## src/iq_macros.svh

```systemverilog
/*
 * Issue slice build constants
 * Queue sizing, data width and one-bit truth values
 */
`ifndef IQ_MACROS_SVH
`define IQ_MACROS_SVH

// Number of issue queue entries
`define QENTRIES 8
// Bits needed to index one queue entry
`define QNDX_W 3
// Width of operands and results
`define DATA_W 32

`define TRUE 1'b1
`define FALSE 1'b0

`endif

```

## src/iq_pkg.sv

```systemverilog
/*
 * Issue slice package
 * Opcodes, queue entry layout and execute stage payloads
 */
`include "iq_macros.svh"

package iq_pkg;

	// ====================
	// Opcodes
	// ====================

	// Command register bits 2:0, codes 6 and 7 are unused
	typedef enum logic [2:0] {
		OP_NOP  = 3'd0,
		OP_SYNC = 3'd1,
		OP_FNEG = 3'd2,
		OP_FABS = 3'd3,
		OP_FMIN = 3'd4,
		OP_FMAX = 3'd5
	} iq_op_t;

	// ====================
	// Queue types
	// ====================

	typedef logic [`QNDX_W-1:0] que_ndx_t;
	typedef logic [`QENTRIES-1:0] que_bitmask_t;

	// One issue queue slot as seen by the selector
	typedef struct packed {
		logic v;
		logic fpu;
		logic sync;
		logic issued;
		logic done;
		iq_op_t op;
		logic [`DATA_W-1:0] a;
		logic [`DATA_W-1:0] b;
		logic [`DATA_W-1:0] res;
	} iq_entry_t;

	// ====================
	// Execute payloads
	// ====================

	// Stage 1 keeps the operands and the precomputed total-order compare
	typedef struct packed {
		que_ndx_t ndx;
		iq_op_t op;
		logic [`DATA_W-1:0] a;
		logic [`DATA_W-1:0] b;
		logic a_lt_b;
	} fpu_s1_t;

	// Stage 2 holds the finished result waiting for writeback
	typedef struct packed {
		que_ndx_t ndx;
		logic [`DATA_W-1:0] res;
	} fpu_s2_t;

endpackage

```

## src/iq_intf.sv

```systemverilog
/*
 * Issue and writeback handshakes between queue, selector and FPU
 */
`timescale 1ns/1ps
`include "iq_macros.svh"

// Issue path, the selector picks and the queue supplies the operands
interface fpu_issue_if;
	import iq_pkg::*;

	logic valid;
	que_ndx_t ndx;
	iq_op_t op;
	logic [`DATA_W-1:0] a;
	logic [`DATA_W-1:0] b;
	// High while stage 1 of the FPU can take a new entry
	logic ready;

	modport sel (output valid, output ndx, input ready);
	modport exe (input valid, input ndx, input op, input a, input b, output ready);
	// Queue reads the index and marks the entry issued on a fire
	modport src (input valid, input ndx, input ready, output op, output a, output b);
endinterface

// Writeback path from the last FPU stage into the queue RAM
interface fpu_wb_if;
	import iq_pkg::*;

	logic valid;
	que_ndx_t ndx;
	logic [`DATA_W-1:0] res;
	// Low while dispatch owns the single RAM write port
	logic accept;

	modport exe (output valid, output ndx, output res, input accept);
	modport queue (input valid, input ndx, input res, output accept);
endinterface

```

## src/iq_dispatch.sv

```systemverilog
/*
 * Dispatch, a Wishbone classic slave that collects operands
 * and pushes one command into the issue queue per command write
 */
`timescale 1ns/1ps
`include "iq_macros.svh"

module iq_dispatch (
	input  logic clk,
	input  logic arst_n,
	input  logic wb_cyc,
	input  logic wb_stb,
	input  logic wb_we,
	input  logic [1:0] wb_adr,
	input  logic [`DATA_W-1:0] wb_dat_i,
	output logic wb_ack,
	input  logic full,
	output logic push,
	output iq_pkg::iq_op_t push_op,
	output logic [`DATA_W-1:0] push_a,
	output logic [`DATA_W-1:0] push_b
);
	import iq_pkg::*;

	logic go;
	logic cmd_wr;
	logic cmd_go;

	// A new bus request, ack being low keeps one ack per strobe
	assign go = wb_cyc & wb_stb & ~wb_ack;
	assign cmd_wr = wb_we & (wb_adr == 2'd2);
	// Command is taken only while the queue has room
	assign cmd_go = go & cmd_wr & ~full;

	// Push rides along with ack so the queue writes on the ack edge
	always_ff @(posedge clk or negedge arst_n) begin
		if (!arst_n) begin
			wb_ack <= `FALSE;
			push <= `FALSE;
		end else begin
			wb_ack <= go & (~cmd_wr | ~full);
			push <= cmd_go;
		end
	end

	// Operand registers and the latched opcode
	always_ff @(posedge clk) begin
		if (go & wb_we & (wb_adr == 2'd0))
			push_a <= wb_dat_i;
		if (go & wb_we & (wb_adr == 2'd1))
			push_b <= wb_dat_i;
		// Unused opcodes are retired as NOP
		if (cmd_go)
			push_op <= (wb_dat_i[2:0] > OP_FMAX) ? OP_NOP : iq_op_t'(wb_dat_i[2:0]);
	end

	// The queue count can only shrink between the ack decision and the push
	a_push_not_full: assert property (@(posedge clk) disable iff (!arst_n)
		push |-> !full);

endmodule

```

## src/iq_queue.sv

```systemverilog
/*
 * Circular issue queue with issue and writeback updates
 * and an in-order Wishbone classic commit master
 */
`timescale 1ns/1ps
`include "iq_macros.svh"

module iq_queue (
	input  logic clk,
	input  logic arst_n,
	input  logic push,
	input  iq_pkg::iq_op_t push_op,
	input  logic [`DATA_W-1:0] push_a,
	input  logic [`DATA_W-1:0] push_b,
	output logic full,
	output iq_pkg::iq_entry_t [`QENTRIES-1:0] entries,
	output iq_pkg::que_ndx_t head,
	fpu_issue_if.src iss,
	fpu_wb_if.queue wb,
	output logic ret_cyc,
	output logic ret_stb,
	output logic ret_we,
	output logic [1:0] ret_adr,
	output logic [`DATA_W-1:0] ret_dat,
	input  logic ret_ack
);
	import iq_pkg::*;

	// Retire kinds placed on ret_adr
	localparam logic [1:0] RET_FPU = 2'd0;
	localparam logic [1:0] RET_NOP = 2'd1;
	localparam logic [1:0] RET_SYNC = 2'd2;

	// Per-entry state bits
	que_bitmask_t ent_v, ent_fpu, ent_sync, ent_issued, ent_done;
	// Entry payload RAM
	iq_op_t ent_op [`QENTRIES];
	logic [`DATA_W-1:0] ent_a [`QENTRIES];
	logic [`DATA_W-1:0] ent_b [`QENTRIES];
	logic [`DATA_W-1:0] ent_res [`QENTRIES];

	que_ndx_t tail;
	logic [`QNDX_W:0] count;
	logic push_fpu;
	logic iss_fire;
	logic wb_fire;
	logic retire;
	logic ret_load;

	assign full = (count == `QENTRIES);
	assign push_fpu = push_op inside {OP_FNEG, OP_FABS, OP_FMIN, OP_FMAX};
	assign iss_fire = iss.valid & iss.ready;
	// Dispatch owns the RAM write port whenever it pushes
	assign wb.accept = ~push;
	assign wb_fire = wb.valid & wb.accept;
	assign retire = ret_stb & ret_ack;
	// Head is ready to retire and the strobe has had its idle cycle
	assign ret_load = ~ret_stb & ent_v[head] & ent_done[head];
	assign ret_we = ret_cyc;

	// Operands for the execute unit come from the picked slot
	assign iss.op = ent_op[iss.ndx];
	assign iss.a = ent_a[iss.ndx];
	assign iss.b = ent_b[iss.ndx];

	always_comb begin
		for (int i = 0; i < `QENTRIES; i++) begin
			entries[i].v = ent_v[i];
			entries[i].fpu = ent_fpu[i];
			entries[i].sync = ent_sync[i];
			entries[i].issued = ent_issued[i];
			entries[i].done = ent_done[i];
			entries[i].op = ent_op[i];
			entries[i].a = ent_a[i];
			entries[i].b = ent_b[i];
			entries[i].res = ent_res[i];
		end
	end

	// ====================
	// Entry state
	// ====================

	// Push, issue, writeback and retire never address the same slot
	always_ff @(posedge clk or negedge arst_n) begin
		if (!arst_n) begin
			ent_v <= '0;
			ent_fpu <= '0;
			ent_sync <= '0;
			ent_issued <= '0;
			ent_done <= '0;
			head <= '0;
			tail <= '0;
			count <= '0;
			ret_cyc <= `FALSE;
			ret_stb <= `FALSE;
		end else begin
			if (push) begin
				ent_v[tail] <= `TRUE;
				ent_fpu[tail] <= push_fpu;
				ent_sync[tail] <= (push_op == OP_SYNC);
				ent_issued[tail] <= `FALSE;
				// NOP and SYNC have no work and count as done at once
				ent_done[tail] <= ~push_fpu;
				tail <= tail + 1'b1;
			end
			if (iss_fire)
				ent_issued[iss.ndx] <= `TRUE;
			if (wb_fire)
				ent_done[wb.ndx] <= `TRUE;
			if (retire) begin
				ent_v[head] <= `FALSE;
				head <= head + 1'b1;
				ret_cyc <= `FALSE;
				ret_stb <= `FALSE;
			end else if (ret_load) begin
				ret_cyc <= `TRUE;
				ret_stb <= `TRUE;
			end
			count <= count + (`QNDX_W+1)'(push) - (`QNDX_W+1)'(retire);
		end
	end

	// ====================
	// Payload RAM and commit data
	// ====================

	always_ff @(posedge clk) begin
		if (push) begin
			ent_op[tail] <= push_op;
			ent_a[tail] <= push_a;
			ent_b[tail] <= push_b;
		end else if (wb_fire) begin
			ent_res[wb.ndx] <= wb.res;
		end
		if (push)
			ent_res[tail] <= '0;
		if (ret_load) begin
			ret_adr <= ent_fpu[head] ? RET_FPU : (ent_sync[head] ? RET_SYNC : RET_NOP);
			ret_dat <= ent_fpu[head] ? ent_res[head] : '0;
		end
	end

	// Results only land in slots waiting on the FPU
	a_wb_target: assert property (@(posedge clk) disable iff (!arst_n)
		wb_fire |-> ent_v[wb.ndx] && ent_issued[wb.ndx] && !ent_done[wb.ndx]);

	// The selector never picks a slot twice or an empty one
	a_iss_target: assert property (@(posedge clk) disable iff (!arst_n)
		iss_fire |-> ent_v[iss.ndx] && !ent_issued[iss.ndx]);

endmodule

```

## src/fpu_issue_sel.sv

```systemverilog
/*
 * Oldest-first floating-point issue selector
 * FPU entries may not pass a valid SYNC while older work remains
 */
`timescale 1ns/1ps
`include "iq_macros.svh"

module fpu_issue_sel (
	input  iq_pkg::iq_entry_t [`QENTRIES-1:0] entries,
	input  iq_pkg::que_ndx_t head,
	fpu_issue_if.sel iss
);
	import iq_pkg::*;

	que_bitmask_t could_issue;
	que_ndx_t pos;
	que_ndx_t pick;
	logic found;
	// Set once a SYNC with older valid work has been walked past
	logic blocked;
	// Any valid entry between head and the current position
	logic older_v;

	// Candidates are waiting FPU entries
	always_comb begin
		for (int i = 0; i < `QENTRIES; i++)
			could_issue[i] = entries[i].v & entries[i].fpu & ~entries[i].issued;
	end

	// ====================
	// Walk from head
	// ====================

	// Position 0 is the oldest entry, the walk stops at the first legal pick
	always_comb begin
		found = `FALSE;
		blocked = `FALSE;
		older_v = `FALSE;
		pick = head;
		pos = head;
		for (int k = 0; k < `QENTRIES; k++) begin
			pos = head + que_ndx_t'(k);
			if (!found && !blocked && could_issue[pos]) begin
				found = `TRUE;
				pick = pos;
			end
			// A SYNC only bars younger entries while something older is valid
			if (entries[pos].v && entries[pos].sync && older_v)
				blocked = `TRUE;
			older_v = older_v | entries[pos].v;
		end
	end

	// Offer an entry only while the FPU can take it
	always_comb begin
		iss.valid = found & iss.ready;
		iss.ndx = pick;
	end

endmodule

```

## src/fpu_exec.sv

```systemverilog
/*
 * Two-stage FPU for FNEG, FABS, FMIN and FMAX on IEEE-754 singles
 * Both stages hold while the queue refuses the writeback
 */
`timescale 1ns/1ps
`include "iq_macros.svh"

// Valid-tagged pipeline register, contents freeze while hold is high
module fpu_stage_reg #(
	parameter type payload_t = logic
) (
	input  logic clk,
	input  logic arst_n,
	input  logic in_valid,
	input  payload_t in_data,
	input  logic hold,
	output logic out_valid,
	output payload_t out_data
);
	always_ff @(posedge clk or negedge arst_n) begin
		if (!arst_n)
			out_valid <= `FALSE;
		else if (!hold)
			out_valid <= in_valid;
	end

	always_ff @(posedge clk) begin
		if (in_valid && !hold)
			out_data <= in_data;
	end
endmodule

module fpu_exec (
	input  logic clk,
	input  logic arst_n,
	fpu_issue_if.exe iss,
	fpu_wb_if.exe wb
);
	import iq_pkg::*;

	fpu_s1_t s1_in, s1;
	fpu_s2_t s2_in, s2;
	logic s1_valid, s2_valid;
	logic hold1, hold2;
	logic a_lt_b;

	// Stage 2 waits on the queue, stage 1 waits behind a full stage 2
	assign hold2 = s2_valid & ~wb.accept;
	assign hold1 = s1_valid & hold2;
	assign iss.ready = ~hold1;

	// ====================
	// Stage 1
	// ====================

	// Total order, so -0 sorts below +0
	always_comb begin
		if (iss.a[31] != iss.b[31])
			a_lt_b = iss.a[31];
		else if (!iss.a[31])
			a_lt_b = iss.a[30:0] < iss.b[30:0];
		else
			a_lt_b = iss.a[30:0] > iss.b[30:0];
		s1_in = '{ndx: iss.ndx, op: iss.op, a: iss.a, b: iss.b, a_lt_b: a_lt_b};
	end

	fpu_stage_reg #(.payload_t(fpu_s1_t)) u_s1 (
		.clk(clk), .arst_n(arst_n),
		.in_valid(iss.valid & iss.ready), .in_data(s1_in), .hold(hold1),
		.out_valid(s1_valid), .out_data(s1)
	);

	// ====================
	// Stage 2
	// ====================

	always_comb begin
		s2_in.ndx = s1.ndx;
		case (s1.op)
			OP_FNEG: s2_in.res = {~s1.a[31], s1.a[30:0]};
			OP_FABS: s2_in.res = {1'b0, s1.a[30:0]};
			OP_FMIN: s2_in.res = s1.a_lt_b ? s1.a : s1.b;
			OP_FMAX: s2_in.res = s1.a_lt_b ? s1.b : s1.a;
			default: s2_in.res = '0;
		endcase
	end

	fpu_stage_reg #(.payload_t(fpu_s2_t)) u_s2 (
		.clk(clk), .arst_n(arst_n),
		.in_valid(s1_valid), .in_data(s2_in), .hold(hold2),
		.out_valid(s2_valid), .out_data(s2)
	);

	assign wb.valid = s2_valid;
	assign wb.ndx = s2.ndx;
	assign wb.res = s2.res;

	// A refused result stays put until the queue takes it
	a_wb_stable: assert property (@(posedge clk) disable iff (!arst_n)
		wb.valid && !wb.accept |=> wb.valid && $stable(wb.ndx) && $stable(wb.res));

endmodule

```

## src/iq_top.sv

```systemverilog
/*
 * Issue slice top level
 * Dispatch, issue queue, FPU selector and two-stage FPU
 */
`timescale 1ns/1ps
`include "iq_macros.svh"

module iq_top (
	input  logic clk,
	input  logic arst_n,
	// Command slave port
	input  logic wb_cyc,
	input  logic wb_stb,
	input  logic wb_we,
	input  logic [1:0] wb_adr,
	input  logic [`DATA_W-1:0] wb_dat_i,
	output logic wb_ack,
	// Retire master port
	output logic ret_cyc,
	output logic ret_stb,
	output logic ret_we,
	output logic [1:0] ret_adr,
	output logic [`DATA_W-1:0] ret_dat,
	input  logic ret_ack,
	// Issue trace for performance counters
	output logic fpu_issue,
	output iq_pkg::que_ndx_t fpu_issue_ndx
);
	import iq_pkg::*;

	logic full;
	logic push;
	iq_op_t push_op;
	logic [`DATA_W-1:0] push_a, push_b;
	iq_entry_t [`QENTRIES-1:0] entries;
	que_ndx_t head;

	fpu_issue_if u_iss_if ();
	fpu_wb_if u_wb_if ();

	iq_dispatch u_dispatch (
		.clk(clk), .arst_n(arst_n),
		.wb_cyc(wb_cyc), .wb_stb(wb_stb), .wb_we(wb_we),
		.wb_adr(wb_adr), .wb_dat_i(wb_dat_i), .wb_ack(wb_ack),
		.full(full), .push(push), .push_op(push_op),
		.push_a(push_a), .push_b(push_b)
	);

	iq_queue u_queue (
		.clk(clk), .arst_n(arst_n),
		.push(push), .push_op(push_op), .push_a(push_a), .push_b(push_b),
		.full(full), .entries(entries), .head(head),
		.iss(u_iss_if.src), .wb(u_wb_if.queue),
		.ret_cyc(ret_cyc), .ret_stb(ret_stb), .ret_we(ret_we),
		.ret_adr(ret_adr), .ret_dat(ret_dat), .ret_ack(ret_ack)
	);

	fpu_issue_sel u_sel (
		.entries(entries), .head(head), .iss(u_iss_if.sel)
	);

	fpu_exec u_exec (
		.clk(clk), .arst_n(arst_n),
		.iss(u_iss_if.exe), .wb(u_wb_if.exe)
	);

	// Fires on the issue handshake edge
	assign fpu_issue = u_iss_if.valid & u_iss_if.ready;
	assign fpu_issue_ndx = u_iss_if.ndx;

endmodule

```

## config.mk

```make
export PLATFORM = sky130hd
export DESIGN_NAME = iq_top
export DESIGN_NICKNAME = d
export VERILOG_FILES = /design/src/iq_pkg.sv /design/src/iq_intf.sv /design/src/iq_dispatch.sv /design/src/iq_queue.sv /design/src/fpu_issue_sel.sv /design/src/fpu_exec.sv /design/src/iq_top.sv
export VERILOG_INCLUDE_DIRS = /design/src /design/src/src
export SDC_FILE = /design/constraint.sdc
export NUM_CORES = 1
export LEC_CHECK = 0
export ABC_AREA = 1
export BUFFER_PORTS_ARGS = -buffer_cell sky130_fd_sc_hd__buf_2
export CORE_MARGIN = 8
export CORE_UTILIZATION = 50
export DETAILED_ROUTE_END_ITERATION = 10
export HOLD_SLACK_MARGIN = 0.06
export PLACE_DENSITY = 0.74
export SLEW_MARGIN = 25
export SYNTH_ARGS = -nofsm -noshare
export SYNTH_HDL_FRONTEND = slang
export SYNTH_HIERARCHICAL = 1
export SYNTH_SLANG_ARGS = --single-unit
```

## constraint.sdc

```tcl
create_clock -name clk -period 5.9 [get_ports clk]
set_clock_uncertainty 0.1 [all_clocks]
set_input_delay 0.59 -clock clk [delete_from_list [all_inputs] [get_ports clk]]
set_output_delay 0.59 -clock clk [all_outputs]
set_load 0.02 [all_outputs]
```

==> key figures, run 1 <==
Run status
  • Outcome: finished, final reports clean

Die
  • Ports: 82
  • Core Region: 86200 sq um
  • DIE AREA: 96100 sq um
  • Die H: 310 um
  • DIE WIDTH: 310 um
  • Num rows: 108
  • Initial Util: 0.501

Drt
  • Post-route ant nets: 0
  • Via/cell ratio: 5.74
  • Vias: 27000
  • DRC Markers: 0
  • WL/cell: 21.2 um
  • 1st-iter DRT viols: 2861
  • Final WL: 100000 um
  • First-pass iteration count of the detailed router: 6

Flow run
  • Max-Cap Viols: 0

Logic synthesis
  • Cell area after synthesis: 43200 sq um
  • Post-synth top area share: 0.694
  • Cells after Synth: 3353
  • Synth Warn #: 6
  • Sequential area share after synthesis: 0.726
  • Top cell type by total area after synthesis: edfxtp_1
  • Syn Area/Cell: 12.9 sq um
  • Register bit total from synthesis: 1054
  • Synth cell types: 46
  • Synth area leaders: edfxtp_1 69%, o21a_1 3.5%, nor2_1 3.4%
  • Mapped Nets: 3433

Layout
  • Ratio of cells with drive above 1 in the final layout: 0.128
  • # nets final: 3546
  • Area Growth Syn to Fin: 13.1%
  • Fillers: 6739

Clock network
  • TritonCTS clock tree: built
  • Longest Clk Path Bufs: 3
  • Clock transition at path regs: 60 ps
  • Root Driver: clkbuf_16
  • Sink count of the clock tree: 1054
  • TritonCTS Buffers: 104
  • Insertion delay to the later sink of the worst-skew pair: 690 ps
  • H-tree depth: 3

Worst setup path
  • Setup CP Type: register to register
  • Worst Setup End Kind: register
  • R2R depth: 35
  • Slowest cell on the critical path: dfrtp_4
  • Critical path arrival: 5790 ps
  • Worst path most repeated cell: nand2_1
  • Max stage delay on crit path: 480 ps
  • Worst reg2reg setup slack: 460 ps
  • Required @ worst endpoint: 6250 ps
  • Crit path from: u_queue/head[0]
  • CP Max Fanout: 32
  • Critical Path End: u_exec/u_s1/out_data[0]
  • Crit path launch type: register
  • FF-to-FF End: u_exec/u_s1/out_data[0]
  • Critical R2R Launch: u_queue/head[0]

Timing
  • Worst-margin pin slew: 956 ps
  • Max-slew violations: 0
  • Slew headroom: 0.361
  • Fmax: 184 MHz
  • Setup TNS: 0 ps
  • Min cycle time layout: 5440 ps
  • Final hold violation count: 0
  • RSZ-0062 raised after global routing: no
  • Final setup vio count: 0
  • Tcrit/Tclk final: 0.922

Global routing
  • Vias in the first global route: 25900
  • Largest net degree at the start of global routing: 100
  • GR Overflow Total: 0
  • GRT Total Usage: 0.205
  • Initial antenna violation count: 0
  • First-pass GRT wire length: 153000 um

Min path
  • Hold Crit Class: input port to register

Place
  • Hpwl dp: 58100 um
  • I/O Buffers: 81
  • GPL Wtd Cong: 0.874
## registers in the layout (all words and copies together), names as in the netlist, 24 cells and up
name	flops
u_queue/ent_b	256
u_dispatch/push_a	32
u_queue/ent_a	256
u_exec/u_s1/out_data	71
u_queue/ret_dat	32
u_exec/u_s2/out_data	35
u_dispatch/push_b	32
u_queue/ent_res	256
u_queue/ent_op	24
## per-layer routing
| metal | global-route usage | part of all wire |
|---|---|---|
| met1 | 0.278 | 0.41 |
| met2 | 0.346 | 0.49 |
| met3 | 0.0300 | 0.082 |
| met4 | 0.0606 | 0.025 |
| met5 | 0 | 0 |
## layout make-up
class | count | area (sq um) | area share
inverter | 179 | 679 | 0.0139
clock buffer | 125 | 2700 | 0.0553
antenna | 1 | 2.50 | 0.0000512
timing repair buffer | 186 | 1480 | 0.0302
tap | 1155 | 1450 | 0.0296
clock inverter | 65 | 702 | 0.0144
sequential | 1054 | 31400 | 0.642
multi-input combinational | 1941 | 10500 | 0.214
## metrics by stage
stage | utilization | instance area, sq um | hold WS, ps | setup WS, ps | cells
floorplan | - | 43200 | 194 | 738 | 3353
global placement | 0.523 | 45100 | 303 | 445 | 4483
detailed placement | 0.523 | 45100 | 308 | 419 | 4484
CTS | 0.566 | 48800 | 64.4 | 436 | 4704
global route | 0.567 | 48900 | 73.3 | 71.4 | 4705
finish | 0.567 | 48900 | 102 | 459 | 4706
## logic make-up after synthesis
| logic type | synth area share |
|---|---|
| and+or+nand+nor | 0.118 |
| buffers and inverters | 0.0362 |
| DFF | 0.726 |
| xor gates and xnor gates | 0.00255 |
| adders and majority gates | 0.0118 |
| AOI/OAI and AO/OA | 0.106 |
## worst max-delay path: cells and delay by family, from the launching register on
family,cells,cell delay [ps]
AO/OA/AOI/OAI,2,250
flip-flops,1,480
buffers and inverters,8,1150
adder cells (fa/ha/maj),2,720
AND/OR/NAND/NOR,23,2500
## synthesized netlist by cell type, drive strengths merged
| cell | instances |
|---|---|
| nor2 | 412 |
| xor2 | 7 |
| nand4 | 99 |
| xnor2 | 3 |
| o21ai | 437 |
| fa | 1 |
| a31oi | 1 |
| o21a | 200 |
| dfrtp | 55 |
| nand3 | 172 |
| a32oi | 7 |
| clkinv | 2 |
| or2 | 67 |
| o211ai | 74 |
| edfxtp | 999 |
| o32ai | 1 |
| buf | 111 |
| nand2 | 381 |
| a21boi | 1 |
| a21o | 3 |
| a22oi | 19 |
| inv | 177 |
| a21oi | 16 |
| nand3b | 1 |
| ha | 39 |
| clkbuf | 68 |
## worst min-delay path by stage
stage / slack, ps / end / depth (start not counted) / from
2_1_floorplan: 190 / u_dispatch/push / 0 / arst_n
3_3_place_gp: 300 / u_exec/u_s2/out_data[32] / 0 / u_exec/u_s1/out_data[68]
3_5_place_dp: 310 / u_exec/u_s2/out_data[34] / 0 / u_exec/u_s1/out_data[70]
4_1_cts: 60 / u_dispatch/push_b[2] / 1 / wb_dat_i[2]
5_1_grt: 70 / u_dispatch/push_b[1] / 1 / wb_dat_i[1]
6_report: 100 / u_dispatch/push_b[2] / 1 / wb_dat_i[2]
## layout by cell type, fill, tap and decap left out, drive strengths merged
cell type	Yosys	routed
a21boi	1	1
a21o	3	3
a21oi	16	16
a22oi	19	19
a31oi	1	1
a32oi	7	7
buf	111	156
bufinv	0	11
clkbuf	68	125
clkinv	2	47
clkinvlp	0	5
dfrtp	55	55
diode	0	1
dlygate4sd3	0	30
edfxtp	999	999
fa	1	1
ha	39	39
inv	177	181
nand2	381	381
nand3	172	172
nand3b	1	1
nand4	99	99
nor2	412	412
o211ai	74	74
o21a	200	200
o21ai	437	437
o32ai	1	1
or2	67	67
xnor2	3	3
xor2	7	7
## what timing repair did
action | in CTS | in global routing
resized for setup | 0 | 2
hold endpoints to repair | 113 | 0
buffers inserted | 0 | 0
setup endpoints to repair | 0 | 1
hold buffers | 30 | 0
Power of run 1 is not shown: default switching activity piles up to over one toggle a cycle in this logic, so the estimate is an artifact.
==> run 2, diff against run 1 <==
--- a/config.mk
+++ b/config.mk
@@ -9,10 +9,10 @@
 export ABC_AREA = 1
 export BUFFER_PORTS_ARGS = -buffer_cell sky130_fd_sc_hd__buf_2
 export CORE_MARGIN = 8
-export CORE_UTILIZATION = 50
+export CORE_UTILIZATION = 55
 export DETAILED_ROUTE_END_ITERATION = 10
 export HOLD_SLACK_MARGIN = 0.06
-export PLACE_DENSITY = 0.74
+export PLACE_DENSITY = 0.79
 export SLEW_MARGIN = 25
 export SYNTH_ARGS = -nofsm -noshare
 export SYNTH_HDL_FRONTEND = slang
==> run 2 against run 1 <==
- first-iteration DRC count grew 8.4%
- via count increased by 0.56%
- setup slack worse by 150 ps
- largest cell class unchanged
- highest routed layer is now met5
==> key figures, run 2 (synthesis results as in run 1) <==
Layout
  • Ratio of cells with drive above 1 in the final layout: 0.127
  • Antenna diode instance count: 0
  • # nets final: 3543
  • Most frequent cells in the layout: 999 x edfxtp_1, 368 x nor2_1, 367 x nand2_1
  • Util after Layout: 0.628
  • Final instance area: 48800 sq um
  • Commonest non-fill, non-tap cell in the layout: edfxtp_1
  • Area Growth Syn to Fin: 12.8%
  • Regs by FF count: u_queue/ent_a x256, u_queue/ent_b x256, u_queue/ent_res x256

Worst setup path
  • CP Max Fanout: 45
  • Worst Setup End Kind: register
  • Worst reg2reg setup slack: 310 ps
  • Worst path most repeated cell: nand2_1
  • Critical path arrival: 5910 ps
  • Buffers & Inverters on Critical Path: 6
  • Max stage delay on crit path: 490 ps
  • FF-to-FF End: u_exec/u_s1/out_data[0]
  • R2R depth: 36
  • Slowest cell on the critical path: dfrtp_4
  • Critical R2R Launch: u_queue/head[0]
  • Cell family with most CP delay: simple AND/OR/NAND/NOR gates
  • CP Depth: 36
  • Setup CP Type: register to register
  • Crit path launch type: register
  • Required @ worst endpoint: 6220 ps

Drt
  • WL/cell: 21.3 um
  • Via/cell ratio: 5.92
  • First-pass iteration count of the detailed router: 6
  • 1st-iter DRT viols: 3100
  • Post-route ant nets: 0
  • Final WL: 97600 um
  • Vias: 27100
  • DRC Markers: 0

Clock network
  • H-tree depth: 3
  • Sink count of the clock tree: 1054
  • Root Driver: clkbuf_16
  • Longest Clk Path Bufs: 3
  • Clock transition at path regs: 60 ps
  • TritonCTS Buffers: 102
  • TritonCTS clock tree: built
  • Insertion delay to the later sink of the worst-skew pair: 660 ps

Die
  • DIE AREA: 87800 sq um
  • Initial Util: 0.557
  • Num rows: 102
  • Ports: 82
  • Die H: 296 um
  • Core Region: 77600 sq um
  • DIE WIDTH: 296 um

Timing
  • RSZ-0062 raised after global routing: no
  • Slew headroom: 0.337
  • Final setup vio count: 0
  • Final hold violation count: 0
  • Tcrit/Tclk final: 0.947
  • Min cycle time layout: 5590 ps
  • Fmax: 179 MHz
  • Max-slew violations: 0
  • Setup TNS: 0 ps
  • Worst-margin pin slew: 993 ps
  • Hold_ws: 98.2 ps

Place
  • GPL Wtd Cong: 0.884
  • Hpwl dp: 56100 um
  • I/O Buffers: 81
  • Post-placement cell area: 45100 sq um

Min path
  • Hold EP: u_dispatch/push_a[28]
  • Worst hold start: wb_dat_i[28]
  • Hold Crit Class: input port to register
  • Hold depth: 1

Global routing
  • Initial antenna violation count: 2
  • Vias in the first global route: 26400
  • GR Overflow Total: 0
  • First-pass GRT wire length: 149000 um
  • GRT Total Usage: 0.219
  • Largest net degree at the start of global routing: 110

Flow run
  • Max-Cap Viols: 0

Run status
  • Outcome: finished, final reports clean
## run 2: how the worst max path moves through the flow
stage | startpoint | end | slack [ps]
floorplan | u_queue/head[1] | u_exec/u_s1/out_data[0] | 740
global placement | u_queue/head[2] | u_exec/u_s1/out_data[0] | 290
detailed placement | u_queue/head[2] | u_exec/u_s1/out_data[0] | 140
CTS | u_queue/head[2] | u_exec/u_s1/out_data[0] | 120
global route | u_queue/head[0] | u_exec/u_s1/out_data[0] | 20
finish | u_queue/head[0] | u_exec/u_s1/out_data[0] | 310
## run 2: area by class of cell
| class | count | area [sq um] |
|---|---|---|
| Sequential cell | 1054 | 31400 |
| Clock inverter | 63 | 616 |
| Multi-Input combinational cell | 1941 | 10500 |
| Clock buffer | 126 | 2670 |
| Fill cell | 5518 | 28800 |
| Timing Repair Buffer | 185 | 1630 |
| Tap cell | 1040 | 1300 |
| Inverter | 179 | 684 |
## run 2: layer usage
layer | vias up | wire length (um) | track usage
li1 | 12400 | - | -
met1 | 13300 | 38000 | 0.287
met2 | 1309 | 48300 | 0.374
met3 | 204 | 8710 | 0.0348
met4 | 2 | 2580 | 0.0743
met5 | - | 13 | 0
## run 2: metrics by stage
stage,setup slack [ps],cells
floorplan,738,3353
global placement,288,4359
detailed placement,138,4368
CTS,124,4584
global route,17.5,4588
finish,310,4588
## run 2: timing repair
action,in CTS,in global routing
setup endpoints to repair,0,1
resized for setup,0,7
hold buffers,27,0
endpoints found under the hold margin,107,0
setup buffers,0,2
Power of run 2 is left out for the same reason.
